### config.mk
export PLATFORM = sky130hd
export DESIGN_NAME = jtag_debug_top
export DESIGN_NICKNAME = d
export VERILOG_FILES = /design/src/rtl/jtag_pkg.sv /design/src/rtl/jtag_intf.sv /design/src/rtl/jtag_debug_top.sv /design/src/rtl/capture_result.sv /design/src/rtl/dr_execute.sv /design/src/rtl/tap_decode.sv /design/src/rtl/credit_fifo.sv
export VERILOG_INCLUDE_DIRS = /design/src /design/src/rtl
export SDC_FILE = /design/constraint.sdc
export NUM_CORES = 1
export LEC_CHECK = 0
export ABC_AREA = 1
export BUFFER_PORTS_ARGS = -buffer_cell sky130_fd_sc_hd__buf_2
export CAP_MARGIN = 10
export CORE_MARGIN = 5
export CORE_UTILIZATION = 50
export DETAILED_ROUTE_END_ITERATION = 10
export HOLD_SLACK_MARGIN = 0.03
export PLACE_DENSITY = 0.77
export SLEW_MARGIN = 20
export SYNTH_ARGS = -nofsm -noshare
export SYNTH_HDL_FRONTEND = slang
export SYNTH_SLANG_ARGS = --single-unit
### constraint.sdc
create_clock -name clk -period 4.51 [get_ports clk]
set_clock_uncertainty 0.05 [all_clocks]
set_input_delay 0.6765 -clock clk [delete_from_list [all_inputs] [get_ports clk]]
set_output_delay 0.6765 -clock clk [all_outputs]
set_load 0.1 [all_outputs]
### src/rtl/jtag_config.svh
`ifndef JTAG_CONFIG_SVH
`define JTAG_CONFIG_SVH

// Register and word widths
`define JTAG_IR_W 4
`define JTAG_ADDR_W 4
`define JTAG_DATA_W 16

// Version 1, part 0x071c, manufacturer 0x051, bit 0 set
`define JTAG_IDCODE 32'h1071_c0a3

`define JTAG_CFG_CREDITS 4
`define JTAG_STAT_DEPTH 4

`define JTAG_IR_IDCODE 4'd1
`define JTAG_IR_ADDR 4'd2
`define JTAG_IR_DATA 4'd3
`define JTAG_IR_STATUS 4'd4
`define JTAG_IR_BYPASS 4'd15
`endif
### src/rtl/jtag_pkg.sv
`include "jtag_config.svh"

package jtag_pkg;

	typedef enum logic [3:0] {
		TAP_TEST_LOGIC_RESET,
		TAP_RUN_TEST_IDLE,
		TAP_SELECT_DR,
		TAP_CAPTURE_DR,
		TAP_SHIFT_DR,
		TAP_EXIT1_DR,
		TAP_PAUSE_DR,
		TAP_EXIT2_DR,
		TAP_UPDATE_DR,
		TAP_SELECT_IR,
		TAP_CAPTURE_IR,
		TAP_SHIFT_IR,
		TAP_EXIT1_IR,
		TAP_PAUSE_IR,
		TAP_EXIT2_IR,
		TAP_UPDATE_IR
	} tap_state_t;

	// Undefined IR codes decode to bypass
	typedef enum logic [2:0] {
		INSTR_IDCODE,
		INSTR_ADDR,
		INSTR_DATA,
		INSTR_STATUS,
		INSTR_BYPASS
	} instr_t;

	typedef struct packed {
		logic [`JTAG_ADDR_W-1:0] addr;
		logic [`JTAG_DATA_W-1:0] data;
	} cfg_write_t;

	typedef struct packed {
		logic [`JTAG_DATA_W-1:0] word;
	} status_word_t;

endpackage

### src/rtl/jtag_intf.sv
`include "jtag_config.svh"

interface tap_ctrl_if;
	// DR pulses last one clk each
	logic capture;
	logic shift;
	logic update;
	jtag_pkg::instr_t instr;
	logic tdi;
	logic tck_fall;
	logic ir_shift;
	logic ir_tdo;

	modport source (output capture, shift, update, instr, tdi, tck_fall, ir_shift, ir_tdo);
	modport sink (input capture, shift, update, instr, tdi, tck_fall, ir_shift, ir_tdo);
endinterface

interface dr_data_if;
	logic [31:0] cap_word;
	logic cap_load;
	logic dr_tdo;
	logic [`JTAG_ADDR_W-1:0] cur_addr;
	logic [`JTAG_DATA_W-1:0] shadow_rd;

	modport execute (input cap_word, cap_load, output dr_tdo, cur_addr, shadow_rd);
	modport result (output cap_word, cap_load, input dr_tdo, cur_addr, shadow_rd);
endinterface

### src/rtl/jtag_debug_top.sv
`include "jtag_config.svh"

module jtag_debug_top (
	input logic clk,
	input logic reset_i,
	input logic tck_i,
	input logic tms_i,
	input logic tdi_i,
	input logic trst_n_i,
	output logic tdo_o,
	output logic cfg_valid_o,
	output logic [`JTAG_ADDR_W-1:0] cfg_addr_o,
	output logic [`JTAG_DATA_W-1:0] cfg_data_o,
	input logic cfg_credit_i,
	input logic stat_valid_i,
	input logic [`JTAG_DATA_W-1:0] stat_data_i,
	output logic stat_credit_o
);
	logic cfg_drop;

	tap_ctrl_if ctrl_if ();
	dr_data_if dr_if ();

	tap_decode i_tap_decode (
		.clk(clk),
		.reset_i(reset_i),
		.tck_i(tck_i),
		.tms_i(tms_i),
		.tdi_i(tdi_i),
		.trst_n_i(trst_n_i),
		.ctrl(ctrl_if.source)
	);

	// Config writes leave here
	dr_execute i_dr_execute (
		.clk(clk),
		.reset_i(reset_i),
		.ctrl(ctrl_if.sink),
		.dr(dr_if.execute),
		.cfg_valid_o(cfg_valid_o),
		.cfg_addr_o(cfg_addr_o),
		.cfg_data_o(cfg_data_o),
		.cfg_credit_i(cfg_credit_i),
		.drop_o(cfg_drop)
	);

	capture_result i_capture_result (
		.clk(clk),
		.reset_i(reset_i),
		.ctrl(ctrl_if.sink),
		.dr(dr_if.result),
		.drop_i(cfg_drop),
		.stat_valid_i(stat_valid_i),
		.stat_data_i(stat_data_i),
		.stat_credit_o(stat_credit_o),
		.tdo_o(tdo_o)
	);
endmodule

### src/rtl/capture_result.sv
`include "jtag_config.svh"

module capture_result (
	input logic clk,
	input logic reset_i,
	tap_ctrl_if.sink ctrl,
	dr_data_if.result dr,
	input logic drop_i,
	input logic stat_valid_i,
	input logic [`JTAG_DATA_W-1:0] stat_data_i,
	output logic stat_credit_o,
	output logic tdo_o
);
	logic [31:0] cap_next;
	logic [31:0] cap_word;
	logic cap_load;
	logic drop_sticky;
	logic stat_pop;
	logic stat_empty;
	jtag_pkg::status_word_t stat_head;

	assign stat_pop = ctrl.capture && (ctrl.instr == jtag_pkg::INSTR_STATUS);

	credit_fifo #(
		.payload_t(jtag_pkg::status_word_t),
		.DEPTH(`JTAG_STAT_DEPTH),
		.CREDITS(0)
	) i_stat_fifo (
		.clk(clk),
		.reset_i(reset_i),
		.push_i(stat_valid_i),
		.push_data_i(jtag_pkg::status_word_t'(stat_data_i)),
		.full_o(),
		.pop_i(stat_pop),
		.pop_data_o(stat_head),
		.empty_o(stat_empty),
		.credit_i(1'b0),
		.send_o()
	);

	// Status word holds the drop flag, a valid bit and the head word
	always_comb begin
		case (ctrl.instr)
			jtag_pkg::INSTR_IDCODE: cap_next = `JTAG_IDCODE;
			jtag_pkg::INSTR_ADDR: cap_next = 32'(dr.cur_addr);
			jtag_pkg::INSTR_DATA: cap_next = 32'(dr.shadow_rd);
			jtag_pkg::INSTR_STATUS: cap_next = {{(30 - `JTAG_DATA_W){1'b0}}, drop_sticky,
				!stat_empty, stat_empty ? {`JTAG_DATA_W{1'b0}} : stat_head.word};
			default: cap_next = '0;
		endcase
	end

	always_ff @(posedge clk) begin
		if (ctrl.capture)
			cap_word <= cap_next;
	end

	always_ff @(posedge clk) begin
		if (reset_i) begin
			cap_load <= 1'b0;
			drop_sticky <= 1'b0;
			stat_credit_o <= 1'b0;
			tdo_o <= 1'b0;
		end else begin
			cap_load <= ctrl.capture;
			if (drop_i)
				drop_sticky <= 1'b1;
			else if (stat_pop)
				drop_sticky <= 1'b0;
			// Credit goes back only for a word actually taken
			stat_credit_o <= stat_pop && !stat_empty;
			if (ctrl.tck_fall)
				tdo_o <= ctrl.ir_shift ? ctrl.ir_tdo : dr.dr_tdo;
		end
	end

	assign dr.cap_word = cap_word;
	assign dr.cap_load = cap_load;
endmodule

### src/rtl/dr_execute.sv
`include "jtag_config.svh"

module dr_execute (
	input logic clk,
	input logic reset_i,
	tap_ctrl_if.sink ctrl,
	dr_data_if.execute dr,
	output logic cfg_valid_o,
	output logic [`JTAG_ADDR_W-1:0] cfg_addr_o,
	output logic [`JTAG_DATA_W-1:0] cfg_data_o,
	input logic cfg_credit_i,
	output logic drop_o
);
	localparam int REGS = 1 << `JTAG_ADDR_W;

	logic [31:0] dr_sr;
	logic [31:0] dr_shifted;
	logic [4:0] dr_msb;
	logic [`JTAG_ADDR_W-1:0] cur_addr;
	logic [`JTAG_DATA_W-1:0] shadow [REGS];
	logic data_update;
	logic q_full;
	logic q_send;
	jtag_pkg::cfg_write_t q_wr;
	jtag_pkg::cfg_write_t q_head;

	// Top bit of the selected data register
	always_comb begin
		case (ctrl.instr)
			jtag_pkg::INSTR_IDCODE: dr_msb = 5'd31;
			jtag_pkg::INSTR_STATUS: dr_msb = 5'd31;
			jtag_pkg::INSTR_ADDR: dr_msb = 5'(`JTAG_ADDR_W - 1);
			jtag_pkg::INSTR_DATA: dr_msb = 5'(`JTAG_DATA_W - 1);
			default: dr_msb = 5'd0;
		endcase
	end

	always_comb begin
		dr_shifted = {1'b0, dr_sr[31:1]};
		dr_shifted[dr_msb] = ctrl.tdi;
	end

	always_ff @(posedge clk) begin
		if (reset_i)
			dr_sr <= '0;
		else if (dr.cap_load)
			dr_sr <= dr.cap_word;
		else if (ctrl.shift)
			dr_sr <= dr_shifted;
	end

	assign data_update = ctrl.update && (ctrl.instr == jtag_pkg::INSTR_DATA);

	always_ff @(posedge clk) begin
		if (reset_i) begin
			cur_addr <= '0;
			shadow <= '{default: '0};
			drop_o <= 1'b0;
		end else begin
			if (ctrl.update && (ctrl.instr == jtag_pkg::INSTR_ADDR))
				cur_addr <= dr_sr[`JTAG_ADDR_W-1:0];
			if (data_update)
				shadow[cur_addr] <= dr_sr[`JTAG_DATA_W-1:0];
			// Shadow still takes the value when the write is lost
			drop_o <= data_update && q_full;
		end
	end

	assign q_wr.addr = cur_addr;
	assign q_wr.data = dr_sr[`JTAG_DATA_W-1:0];

	credit_fifo #(
		.payload_t(jtag_pkg::cfg_write_t),
		.DEPTH(`JTAG_CFG_CREDITS),
		.CREDITS(`JTAG_CFG_CREDITS)
	) i_cfg_fifo (
		.clk(clk),
		.reset_i(reset_i),
		.push_i(data_update && !q_full),
		.push_data_i(q_wr),
		.full_o(q_full),
		.pop_i(1'b0),
		.pop_data_o(q_head),
		.empty_o(),
		.credit_i(cfg_credit_i),
		.send_o(q_send)
	);

	always_ff @(posedge clk) begin
		if (reset_i)
			cfg_valid_o <= 1'b0;
		else
			cfg_valid_o <= q_send;
	end

	always_ff @(posedge clk) begin
		if (q_send) begin
			cfg_addr_o <= q_head.addr;
			cfg_data_o <= q_head.data;
		end
	end

	assign dr.dr_tdo = dr_sr[0];
	assign dr.cur_addr = cur_addr;
	assign dr.shadow_rd = shadow[cur_addr];
endmodule

### src/rtl/tap_decode.sv
`include "jtag_config.svh"

module tap_decode (
	input logic clk,
	input logic reset_i,
	input logic tck_i,
	input logic tms_i,
	input logic tdi_i,
	input logic trst_n_i,
	tap_ctrl_if.source ctrl
);
	logic [1:0] tck_sync;
	logic [1:0] tms_sync;
	logic [1:0] tdi_sync;
	logic [1:0] trst_sync;
	logic tck_prev;
	logic tck_rise;
	logic tck_fall;
	logic tms;
	jtag_pkg::tap_state_t state;
	jtag_pkg::tap_state_t state_next;
	logic [`JTAG_IR_W-1:0] ir_sr;
	logic [`JTAG_IR_W-1:0] ir_q;

	// Two-flop synchronizers for the oversampled pins
	always_ff @(posedge clk) begin
		if (reset_i) begin
			tck_sync <= '0;
			tms_sync <= '0;
			tdi_sync <= '0;
			trst_sync <= '0;
			tck_prev <= 1'b0;
		end else begin
			tck_sync <= {tck_sync[0], tck_i};
			tms_sync <= {tms_sync[0], tms_i};
			tdi_sync <= {tdi_sync[0], tdi_i};
			trst_sync <= {trst_sync[0], trst_n_i};
			tck_prev <= tck_sync[1];
		end
	end

	assign tck_rise = tck_sync[1] && !tck_prev;
	assign tck_fall = !tck_sync[1] && tck_prev;
	assign tms = tms_sync[1];

	always_comb begin
		state_next = state;
		case (state)
			jtag_pkg::TAP_TEST_LOGIC_RESET:
				state_next = tms ? jtag_pkg::TAP_TEST_LOGIC_RESET : jtag_pkg::TAP_RUN_TEST_IDLE;
			jtag_pkg::TAP_RUN_TEST_IDLE:
				state_next = tms ? jtag_pkg::TAP_SELECT_DR : jtag_pkg::TAP_RUN_TEST_IDLE;
			jtag_pkg::TAP_SELECT_DR:
				state_next = tms ? jtag_pkg::TAP_SELECT_IR : jtag_pkg::TAP_CAPTURE_DR;
			jtag_pkg::TAP_CAPTURE_DR:
				state_next = tms ? jtag_pkg::TAP_EXIT1_DR : jtag_pkg::TAP_SHIFT_DR;
			jtag_pkg::TAP_SHIFT_DR:
				state_next = tms ? jtag_pkg::TAP_EXIT1_DR : jtag_pkg::TAP_SHIFT_DR;
			jtag_pkg::TAP_EXIT1_DR:
				state_next = tms ? jtag_pkg::TAP_UPDATE_DR : jtag_pkg::TAP_PAUSE_DR;
			jtag_pkg::TAP_PAUSE_DR:
				state_next = tms ? jtag_pkg::TAP_EXIT2_DR : jtag_pkg::TAP_PAUSE_DR;
			jtag_pkg::TAP_EXIT2_DR:
				state_next = tms ? jtag_pkg::TAP_UPDATE_DR : jtag_pkg::TAP_SHIFT_DR;
			jtag_pkg::TAP_UPDATE_DR:
				state_next = tms ? jtag_pkg::TAP_SELECT_DR : jtag_pkg::TAP_RUN_TEST_IDLE;
			jtag_pkg::TAP_SELECT_IR:
				state_next = tms ? jtag_pkg::TAP_TEST_LOGIC_RESET : jtag_pkg::TAP_CAPTURE_IR;
			jtag_pkg::TAP_CAPTURE_IR:
				state_next = tms ? jtag_pkg::TAP_EXIT1_IR : jtag_pkg::TAP_SHIFT_IR;
			jtag_pkg::TAP_SHIFT_IR:
				state_next = tms ? jtag_pkg::TAP_EXIT1_IR : jtag_pkg::TAP_SHIFT_IR;
			jtag_pkg::TAP_EXIT1_IR:
				state_next = tms ? jtag_pkg::TAP_UPDATE_IR : jtag_pkg::TAP_PAUSE_IR;
			jtag_pkg::TAP_PAUSE_IR:
				state_next = tms ? jtag_pkg::TAP_EXIT2_IR : jtag_pkg::TAP_PAUSE_IR;
			jtag_pkg::TAP_EXIT2_IR:
				state_next = tms ? jtag_pkg::TAP_UPDATE_IR : jtag_pkg::TAP_SHIFT_IR;
			jtag_pkg::TAP_UPDATE_IR:
				state_next = tms ? jtag_pkg::TAP_SELECT_DR : jtag_pkg::TAP_RUN_TEST_IDLE;
			default: state_next = jtag_pkg::TAP_TEST_LOGIC_RESET;
		endcase
	end

	// TRST acts as a synchronous jump to Test-Logic-Reset
	always_ff @(posedge clk) begin
		if (reset_i || !trst_sync[1])
			state <= jtag_pkg::TAP_TEST_LOGIC_RESET;
		else if (tck_rise)
			state <= state_next;
	end

	always_ff @(posedge clk) begin
		if (reset_i) begin
			ir_sr <= '0;
			ir_q <= `JTAG_IR_IDCODE;
		end else if (state == jtag_pkg::TAP_TEST_LOGIC_RESET) begin
			ir_q <= `JTAG_IR_IDCODE;
		end else if (tck_rise) begin
			case (state)
				jtag_pkg::TAP_CAPTURE_IR: ir_sr <= `JTAG_IR_W'(1);
				jtag_pkg::TAP_SHIFT_IR: ir_sr <= {tdi_sync[1], ir_sr[`JTAG_IR_W-1:1]};
				jtag_pkg::TAP_UPDATE_IR: ir_q <= ir_sr;
				default: ;
			endcase
		end
	end

	always_comb begin
		case (ir_q)
			`JTAG_IR_IDCODE: ctrl.instr = jtag_pkg::INSTR_IDCODE;
			`JTAG_IR_ADDR: ctrl.instr = jtag_pkg::INSTR_ADDR;
			`JTAG_IR_DATA: ctrl.instr = jtag_pkg::INSTR_DATA;
			`JTAG_IR_STATUS: ctrl.instr = jtag_pkg::INSTR_STATUS;
			`JTAG_IR_BYPASS: ctrl.instr = jtag_pkg::INSTR_BYPASS;
			default: ctrl.instr = jtag_pkg::INSTR_BYPASS;
		endcase
	end

	assign ctrl.capture = tck_rise && (state == jtag_pkg::TAP_CAPTURE_DR);
	assign ctrl.shift = tck_rise && (state == jtag_pkg::TAP_SHIFT_DR);
	assign ctrl.update = tck_rise && (state == jtag_pkg::TAP_UPDATE_DR);
	assign ctrl.tdi = tdi_sync[1];
	assign ctrl.tck_fall = tck_fall;
	assign ctrl.ir_shift = state == jtag_pkg::TAP_SHIFT_IR;
	assign ctrl.ir_tdo = ir_sr[0];

	// Oversampling needs each TCK level held for 4 clk or more
	a_tck_hold: assert property (@(posedge clk) disable iff (reset_i)
		(tck_rise || tck_fall) |=> !(tck_rise || tck_fall) [*3])
		else $error("TCK level held for fewer than 4 clk");
endmodule

### src/rtl/credit_fifo.sv
module credit_fifo #(
	parameter type payload_t = logic,
	parameter int DEPTH = 4,
	parameter int CREDITS = 0
) (
	input logic clk,
	input logic reset_i,
	input logic push_i,
	input payload_t push_data_i,
	output logic full_o,
	input logic pop_i,
	output payload_t pop_data_o,
	output logic empty_o,
	input logic credit_i,
	output logic send_o
);
	localparam int AW = (DEPTH > 1) ? $clog2(DEPTH) : 1;
	localparam int FW = $clog2(DEPTH + 1);
	localparam int CW = (CREDITS > 0) ? $clog2(CREDITS + 1) : 1;

	payload_t mem [DEPTH];
	logic [AW-1:0] wr_ptr;
	logic [AW-1:0] rd_ptr;
	logic [FW-1:0] fill;
	logic [CW-1:0] credit_cnt;
	logic do_push;
	logic do_pop;

	assign full_o = fill == FW'(DEPTH);
	assign empty_o = fill == '0;
	assign pop_data_o = mem[rd_ptr];

	// Credit mode drains the head on its own, plain mode waits for pop_i
	assign send_o = (CREDITS != 0) && !empty_o && (credit_cnt != '0);
	assign do_pop = (CREDITS != 0) ? send_o : (pop_i && !empty_o);
	assign do_push = push_i && !full_o;

	always_ff @(posedge clk) begin
		if (do_push)
			mem[wr_ptr] <= push_data_i;
	end

	always_ff @(posedge clk) begin
		if (reset_i) begin
			wr_ptr <= '0;
			rd_ptr <= '0;
			fill <= '0;
			credit_cnt <= CW'(CREDITS);
		end else begin
			if (do_push)
				wr_ptr <= (wr_ptr == AW'(DEPTH - 1)) ? '0 : wr_ptr + 1'b1;
			if (do_pop)
				rd_ptr <= (rd_ptr == AW'(DEPTH - 1)) ? '0 : rd_ptr + 1'b1;
			fill <= fill + FW'(do_push) - FW'(do_pop);
			credit_cnt <= credit_cnt + CW'(credit_i) - CW'(send_o);
		end
	end

	// Receiver never returns more than it was given
	a_credit_max: assert property (@(posedge clk) disable iff (reset_i)
		credit_cnt <= CW'(CREDITS))
		else $error("credit count above %0d", CREDITS);

	a_no_overflow: assert property (@(posedge clk) disable iff (reset_i)
		push_i |-> !full_o)
		else $error("push into full queue");
endmodule

==> impl_results.md, run 1 <==
* Synthesized-area fraction occupied by adder cells at under 10%
* Routed length per placed instance at 18.1 µm
* Maximum level of the CTS H-tree at 2
* Hold buffers post-CTS at 0
* Hold-critical path depth at 3
* Pin count of the biggest net entering global routing at ~190
* Fraction of final layout cells sized beyond drive strength 1 at 9.35%
* Leakage power of the design at 8.52 nW
* Share of cell area taken by muxes after synthesis at 0%
* Slew margin rel. at about 16%
* Iteration-0 DRC count of the detailed router at 2001
* Post-CTS setup buffer count at 0
* Number of warning messages in the yosys log at 0
* # resized after CTS at 0
* TritonCTS clock tree: yes
* Basic-gate share of the synthesized area counting and, or, nand and nor cells at 21.5%
* Hold violation total from the final report at 0
* Routed Antenna Nets at 0
* Std cell rows at 76
* Top cells by area in the synthesized netlist: sky130_fd_sc_hd__dfxtp_1 (31%), sky130_fd_sc_hd__edfxtp_1 (25%), sky130_fd_sc_hd__nand2_1 (13%)
* Die width at around 220 µm
* Final total power at between 10 and 15 mW
* Post-detailed-route via-to-cell ratio at around 5.7
* Share of flip-flops with an asynchronous set or reset after synthesis at 0%
* Via count of the first global-routing pass at ~17k
* GP Congestion at about 0.9
* Max-cap violation count at 0
* Worst EP required at 4.88 ns
* Reg2reg path depth at 5
* Overall via count from detail_route at 18.0k
* Count of flip-flops with a built-in enable after synthesis at 183
* Post-synthesis instance total at between 2k and 3k
* Setup CP Type: flip-flop to flip-flop
* Data arrival time of the worst path at approximately 3.5 ns
* Commonest cells after routing, fill and taps aside: sky130_fd_sc_hd__nand2_1 (744), sky130_fd_sc_hd__dfxtp_1 (332), sky130_fd_sc_hd__a21oi_1 (300), sky130_fd_sc_hd__nor2_1 (276), sky130_fd_sc_hd__edfxtp_1 (183)
* Antenna diode count at 0
* Part of the Yosys area used for sequential elements at between 50% and 60%
* Number of buffers between clock root and the deepest sink at 3
* R2R setup slack at ~1.4 ns
* Cell Area, Synth at roughly 22000 µm²
* Synthesis-to-finish area growth at 10.6%
* Final Setup Violations at 0
* Maximum achievable frequency at approximately 320 MHz
* Fraction of post-synthesis cell area in the top cell type by area at a little under a third
* Final Net Count at 2579
* Hold WC Path Type: input pin to flip-flop
* Sinks on Clock Net at 521
* Floorplan Core Area at 43000 µm²
* Part of the cycle the worst path needs at about two thirds
* Flops & latches, synth at 521
* Worst flop-to-flop path startpoint: i_dr_execute.dr.cur_addr[1]
* Worst-path maximum fanout at 17
* Later-pin clock latency in the skew report at about 0.61 ns
* Final HPWL from detailed placement at 35.3 mm
* Congestion Overflow GR at 0
* Endpoint, Worst Hold: i_tap_decode.tms_sync[0]
* I/O pin count at 47
* Violated checks: DRC
* Net count after synthesis at ~2.6k
* Routed wire length at 57.4 mm
* Endpoint of the worst register-to-register path: i_dr_execute.shadow[29]
* Worst hold path startpoint: tms_i
* Post-route minimum period at around 3.1 ns
* Starting utilization of the core area at between 50 and 60%
* Wire length of the first global-routing pass at approximately 90 mm
* Die area at 47600 µm²
* Count of unique library cells instantiated by Yosys at a little over 40
* Final routed DRC violation total at 1
* Number of clock buffers inserted by TritonCTS at 52
* Clock root buffer: sky130_fd_sc_hd__clkbuf_16
* Synth Area in Compound Gates at 14.4%
* Dominant register cell in the synthesized netlist: sky130_fd_sc_hd__dfxtp_1
* Iteration count of the initial detailed-routing pass at 10
* Xor/xnor cell area share of the yosys netlist at less than 1%
* Total track usage at a little under a quarter
* Number of antenna violations at the first check in global routing at 0
* Largest vdd supply drop at ~0.53 mV
* Type of origin of the critical path: flip-flop
* Nature of the critical path endpoint: flip-flop
* PwrDens at 461 nW/µm²
* Clk pin slew, worst setup/hold paths at about 0.070 ns
* Synthesized area per cell at between 8 and 9 µm²
* # port buffers at 46
* Total count of max-transition violations in the final report at 0
* Combinational family with the most area after synthesis: simple AND/OR/NAND/NOR gates
* Area leader, netlist: sky130_fd_sc_hd__dfxtp_1
* Unrepaired setup endpoints after global routing: false
* Sum of negative setup slack at 0 ns
* Y dimension of the die at 218 µm
* Transition time at the pin with the least slew margin at 1.25 ns
* Commonest non-fill, non-tap cell in the layout: sky130_fd_sc_hd__nand2_1
* Result of the run: finished with violations
## how the worst max path moves through the flow
stage,from,end,slack [ns]
after CTS,i_tap_decode.state[0],i_capture_result.i_stat_fifo.fill[2],1.45
final,i_dr_execute.dr.cur_addr[1],i_dr_execute.shadow[29],1.43
after global routing,i_tap_decode.state[0],i_capture_result.i_stat_fifo.fill[2],1.17
after detailed placement,i_tap_decode.state[0],i_capture_result.i_stat_fifo.fill[2],1.51
after floorplan,i_tap_decode.state[1],i_capture_result.i_stat_fifo.fill[2],1.32
after global placement,i_dr_execute.dr.cur_addr[0],i_capture_result.dr.cap_word[2],1.61
## sequential cells by signal, indices dropped and copies added (netlist names), 3 cells and up, named ones only
register                            cells
i_dr_execute.dr.cur_addr                4
i_dr_execute.i_cfg_fifo.credit_cnt      3
i_dr_execute.shadow                   256
i_capture_result.i_stat_fifo.fill       3
i_dr_execute.i_cfg_fifo.fill            3
i_tap_decode.ir_sr                      4
i_dr_execute.cfg_addr_o                 4
i_tap_decode.state                      4
i_dr_execute.cfg_data_o                16
i_dr_execute.dr_sr                     32
i_capture_result.i_stat_fifo.mem       64
i_dr_execute.i_cfg_fifo.mem            80
i_tap_decode.ir_q                       4
i_capture_result.dr.cap_word           19
## report_power, final
part | switching [mW] | total [mW] | internal [mW]
clock | 1.84 | 4.44 | 2.60
sequential | 0.0746 | 5.16 | 5.09
combinational | 1.18 | 1.44 | 0.257
total | 3.10 | 11.0 | 7.94
## critical path: stages, from the launching register on
cell and delay (ns):
sky130_fd_sc_hd__dfxtp_1 0.60, sky130_fd_sc_hd__inv_1 0.27, sky130_fd_sc_hd__nor2_2 0.83, sky130_fd_sc_hd__nand3_1 0.76, sky130_fd_sc_hd__nand2_1 0.28, sky130_fd_sc_hd__a21oi_2 0.08
## cells in the mapped netlist (3+ instances only)
library cell	instances
sky130_fd_sc_hd__clkbuf_1	133
sky130_fd_sc_hd__inv_2	10
sky130_fd_sc_hd__nor3_1	5
sky130_fd_sc_hd__buf_2	29
sky130_fd_sc_hd__fa_1	3
sky130_fd_sc_hd__nor2_1	284
sky130_fd_sc_hd__nand2_1	746
sky130_fd_sc_hd__o21ai_0	135
sky130_fd_sc_hd__a31oi_1	11
sky130_fd_sc_hd__nand3_1	27
sky130_fd_sc_hd__edfxtp_1	183
sky130_fd_sc_hd__a21oi_2	8
sky130_fd_sc_hd__nand3_2	7
sky130_fd_sc_hd__o211ai_1	3
sky130_fd_sc_hd__inv_1	134
sky130_fd_sc_hd__o21ai_1	5
sky130_fd_sc_hd__ha_1	16
sky130_fd_sc_hd__nor3_4	10
sky130_fd_sc_hd__nor2_4	3
sky130_fd_sc_hd__nor3_2	4
sky130_fd_sc_hd__o22ai_1	97
sky130_fd_sc_hd__a21oi_1	300
sky130_fd_sc_hd__nand4_1	32
sky130_fd_sc_hd__nand2_2	11
sky130_fd_sc_hd__buf_6	10
sky130_fd_sc_hd__dfxtp_1	338
sky130_fd_sc_hd__a22oi_1	9
sky130_fd_sc_hd__a211oi_1	5
## final cells by class
type                    count  area, µm²
clock buffers              73       1520
clock inverters            23        267
fillers                  3708      19000
inverters                 145        547
multi-input cells        1736       8090
flip-flops and latches    521      12300
well taps                 585        732
repair buffers             80        508
## layer usage
layer / routed length (µm) / global-route usage, % / vias to the layer above / share of wire, %
li1: - / - / 8454 / -
met1: 22600 / 30.2 / 8449 / 39
met2: 26500 / 38.0 / 919 / 46
met3: 5760 / 5.53 / 177 / 10
met4: 2510 / 10.0 / 0 / 4.4
met5: 0 / 0 / - / 0
## metrics by stage
stage / cells / hold WS (ns) / util [%] / setup slack (ns) / cell area [µm²]
finish: 3163 / 0.218 / 55.7 / 1.43 / 23900
floorplan: 2577 / 0.338 / - / 1.32 / 21700
detailed placement: 3067 / 0.348 / 51.5 / 1.51 / 22100
global route: 3163 / 0.211 / 55.7 / 1.17 / 23900
CTS: 3163 / 0.191 / 55.7 / 1.45 / 23900
global placement: 3067 / 0.344 / 51.5 / 1.61 / 22100
## cells by family after synthesis
kind of cell	count (synthesis)
xor+xnor	3
simple gates	1136
fa+ha+maj	19
flops	521
compound gates	578
buf+inv	320
Note: power is estimated with default switching activity, not from simulation.
==> run 2, diff against run 1 <==
clock period = 3.2 ns   (was 4.51 ns; I/O delays follow)
==> impl_results.md, run 2 (synthesis results as in run 1) <==
* Final routed DRC violation total at 0 (-1)
* Worst EP required at 3.61 ns (-1.27 ns)
* Wire length of the first global-routing pass at 91.6 mm (+1.9%)
* Max-cap violation count at 0 (unchanged)
* Clock root buffer: sky130_fd_sc_hd__clkbuf_16
* Largest vdd supply drop at 0.695 mV (+31%)
* Critical path cell sequence: inv_1 > nand2_2 > buf_4 > o22ai_1 > o21ai_0 > nand2_1 > inv_1 > nand2_1 > nand2_1
* TritonCTS clock tree: yes
* Largest registers: i_dr_execute.shadow (256), i_dr_execute.i_cfg_fifo.mem (80), i_capture_result.i_stat_fifo.mem (64)
* Commonest non-fill, non-tap cell in the layout: sky130_fd_sc_hd__nand2_1
* Endpoint of the worst register-to-register path: i_capture_result.dr.cap_word[5]
* PwrDens at 642 nW/µm² (+39%)
* Sum of negative setup slack at 0 ns (unchanged)
* Clk pin slew, worst setup/hold paths at 0.06 ns (about the same)
* Final Setup Violations at 0 (unchanged)
* Total cell area at the placement stage at 22400 µm² (+0.98%)
* Hold-critical path depth at 3 (unchanged)
* Setup CP Type: flip-flop to flip-flop
* Std cell rows at 76 (unchanged)
* Post-Layout Inst Area at 24100 µm² (+0.52%)
* Post-detailed-route via-to-cell ratio at 5.67 (-0.29%)
* Y dimension of the die at 218 µm (unchanged)
* Die width at 218 µm (unchanged)
* Fraction of final layout cells sized beyond drive strength 1 at 9.91% (+0.56 points)
* I/O pin count at 47 (unchanged)
* Hold buffers post-CTS at 0 (unchanged)
* Result of the run: complete, no violations
* Maximum level of the CTS H-tree at 2 (unchanged)
* Commonest cells after routing, fill and taps aside: sky130_fd_sc_hd__nand2_1 (744), sky130_fd_sc_hd__dfxtp_1 (334), sky130_fd_sc_hd__a21oi_1 (300), sky130_fd_sc_hd__nor2_1 (280), sky130_fd_sc_hd__edfxtp_1 (183)
* Post-route minimum period at 2.82 ns (-0.265 ns)
* Overall via count from detail_route at 18.1k (+0.53%)
* Most flop-heavy register: i_dr_execute.shadow
* Unrepaired setup endpoints after global routing: false
* Routed length per placed instance at 18.2 µm (+0.26%)
* Maximum achievable frequency at 355 MHz (+9.4%)
* Floorplan Core Area at 43000 µm² (unchanged)
* Reg2reg path depth at 9 (+4)
* Transition time at the pin with the least slew margin at 1.24 ns (-0.0124 ns)
* Final Net Count at 2607 (+1.1%)
* Routed Antenna Nets at 0 (unchanged)
* Type of origin of the critical path: flip-flop
* Synthesis-to-finish area growth at 11.1%
* Cell class contributing the biggest share of worst-path delay: simple AND/OR/NAND/NOR gates
* Via count of the first global-routing pass at 16.9k (-0.40%)
* Congestion Overflow GR at 0 (unchanged)
* CP Buf/Inv Count at 3 (+2)
* GP Congestion at 0.939 (+4.2%)
* Final HPWL from detailed placement at 36.1 mm (+2.4%)
* Final total power at 15.5 mW (+40%)
* Post-route insts no fill at 3189 (+0.82%)
* Hold WC Path Type: input pin to flip-flop
* Worst path most repeated cell: sky130_fd_sc_hd__nand2_1
* Post-CTS setup buffer count at 0 (unchanged)
* Total count of max-transition violations in the final report at 0 (unchanged)
* Share of the core filled with cells at 56.0% (+0.29 points)
* Data arrival time of the worst path at 3.23 ns (-0.23 ns)
* Iteration-0 DRC count of the detailed router at 2237 (+12%)
* Sinks on Clock Net at 521 (unchanged)
* R2R setup slack at 0.38 ns (-1.04 ns)
* Delay contributed by the slowest stage of the critical path at 0.63 ns (-0.20 ns)
* Hold violation total from the final report at 0 (unchanged)
* Die area at 47600 µm² (unchanged)
* Part of the cycle the worst path needs at 88.1% (+20 points)
* Total track usage at 23.8% (+0.35 points)
* Nature of the critical path endpoint: flip-flop
* Instance count after placement with tap cells included at 3096 (+0.95%)
* Worst hold path startpoint: trst_n_i
* Flip-flop count of the largest register after layout at 256 (unchanged)
* Pin count of the biggest net entering global routing at 191 (+2.7%)
* Number of buffers between clock root and the deepest sink at 3 (unchanged)
* Endpoint, Worst Hold: i_tap_decode.trst_sync[0]
* Worst flop-to-flop path startpoint: i_dr_execute.dr.cur_addr[1]
* Leakage power of the design at 8.59 nW (+0.83%)
* Worst-path maximum fanout at 29 (+12)
* Starting utilization of the core area at 50.4% (unchanged)
* Routed wire length at 58.0 mm (+1.1%)
* # port buffers at 46 (unchanged)
* # resized after CTS at 0 (unchanged)
* Number of filler cells placed in the layout at 3745 (+1.0%)
* Slowest cell on the critical path: sky130_fd_sc_hd__nand2_2
* Number of antenna violations at the first check in global routing at 1 (+1)
* Slew margin rel. at 17.1% (+0.80 points)
* Later-pin clock latency in the skew report at 0.59 ns (-0.02 ns)
* Antenna diode count at 0 (unchanged)
* Number of clock buffers inserted by TritonCTS at 51 (-1.9%)
* Iteration count of the initial detailed-routing pass at 6 (-4)
## run 2: tightest hold or removal path, delay by kind of cell
kind          cells  cell delay [ns]
simple gates      1             0.03
buf+inv           2             0.13
## run 2: stage by stage
stage          hold WS, ns  setup slack [ns]
2_1_floorplan        0.338           0.00601
3_3_place_gp         0.339             0.522
3_5_place_dp         0.346             0.475
4_1_cts             0.0339             0.456
5_1_grt             0.0494             0.227
6_report            0.0457             0.382
## run 2: per-layer routing
layer	part of all wire (%)	GRT usage (%)	vias to the layer above
met3	9.4	4.81	200
met4	5.0	10.6	4
met2	45	37.0	883
met1	41	32.4	8501
li1	-	-	8507
met5	0.069	0	-
## run 2: layout make-up
type                       count  area [µm²]  area share (%)
multi-input combinational   1736        8080            33.6
tap                          585         732            3.04
sequential                   521       12300            51.0
timing repair buffer         109         738            3.07
inverter                     145         547            2.27
clock buffer                  64        1360            5.64
clock inverter                29         347            1.44
## run 2: power by group
part / switching, mW / internal [mW]
logic: 1.72 / 0.392
registers: 0.0752 / 7.17
clock network: 2.53 / 3.58
## run 2: worst max-delay path by stage
stage,cells past startpoint,endpoint,slack [ns],from
2_1_floorplan,15,i_capture_result.i_stat_fifo.fill[2],0.006,i_tap_decode.state[1]
3_3_place_gp,13,i_dr_execute.i_cfg_fifo.fill[2],0.52,i_tap_decode.tck_sync[1]
3_5_place_dp,12,i_dr_execute.i_cfg_fifo.fill[2],0.47,i_tap_decode.state[0]
4_1_cts,12,i_dr_execute.i_cfg_fifo.fill[2],0.46,i_tap_decode.state[0]
5_1_grt,12,i_dr_execute.i_cfg_fifo.fill[2],0.23,i_tap_decode.state[0]
6_report,9,i_capture_result.dr.cap_word[5],0.38,i_dr_execute.dr.cur_addr[1]
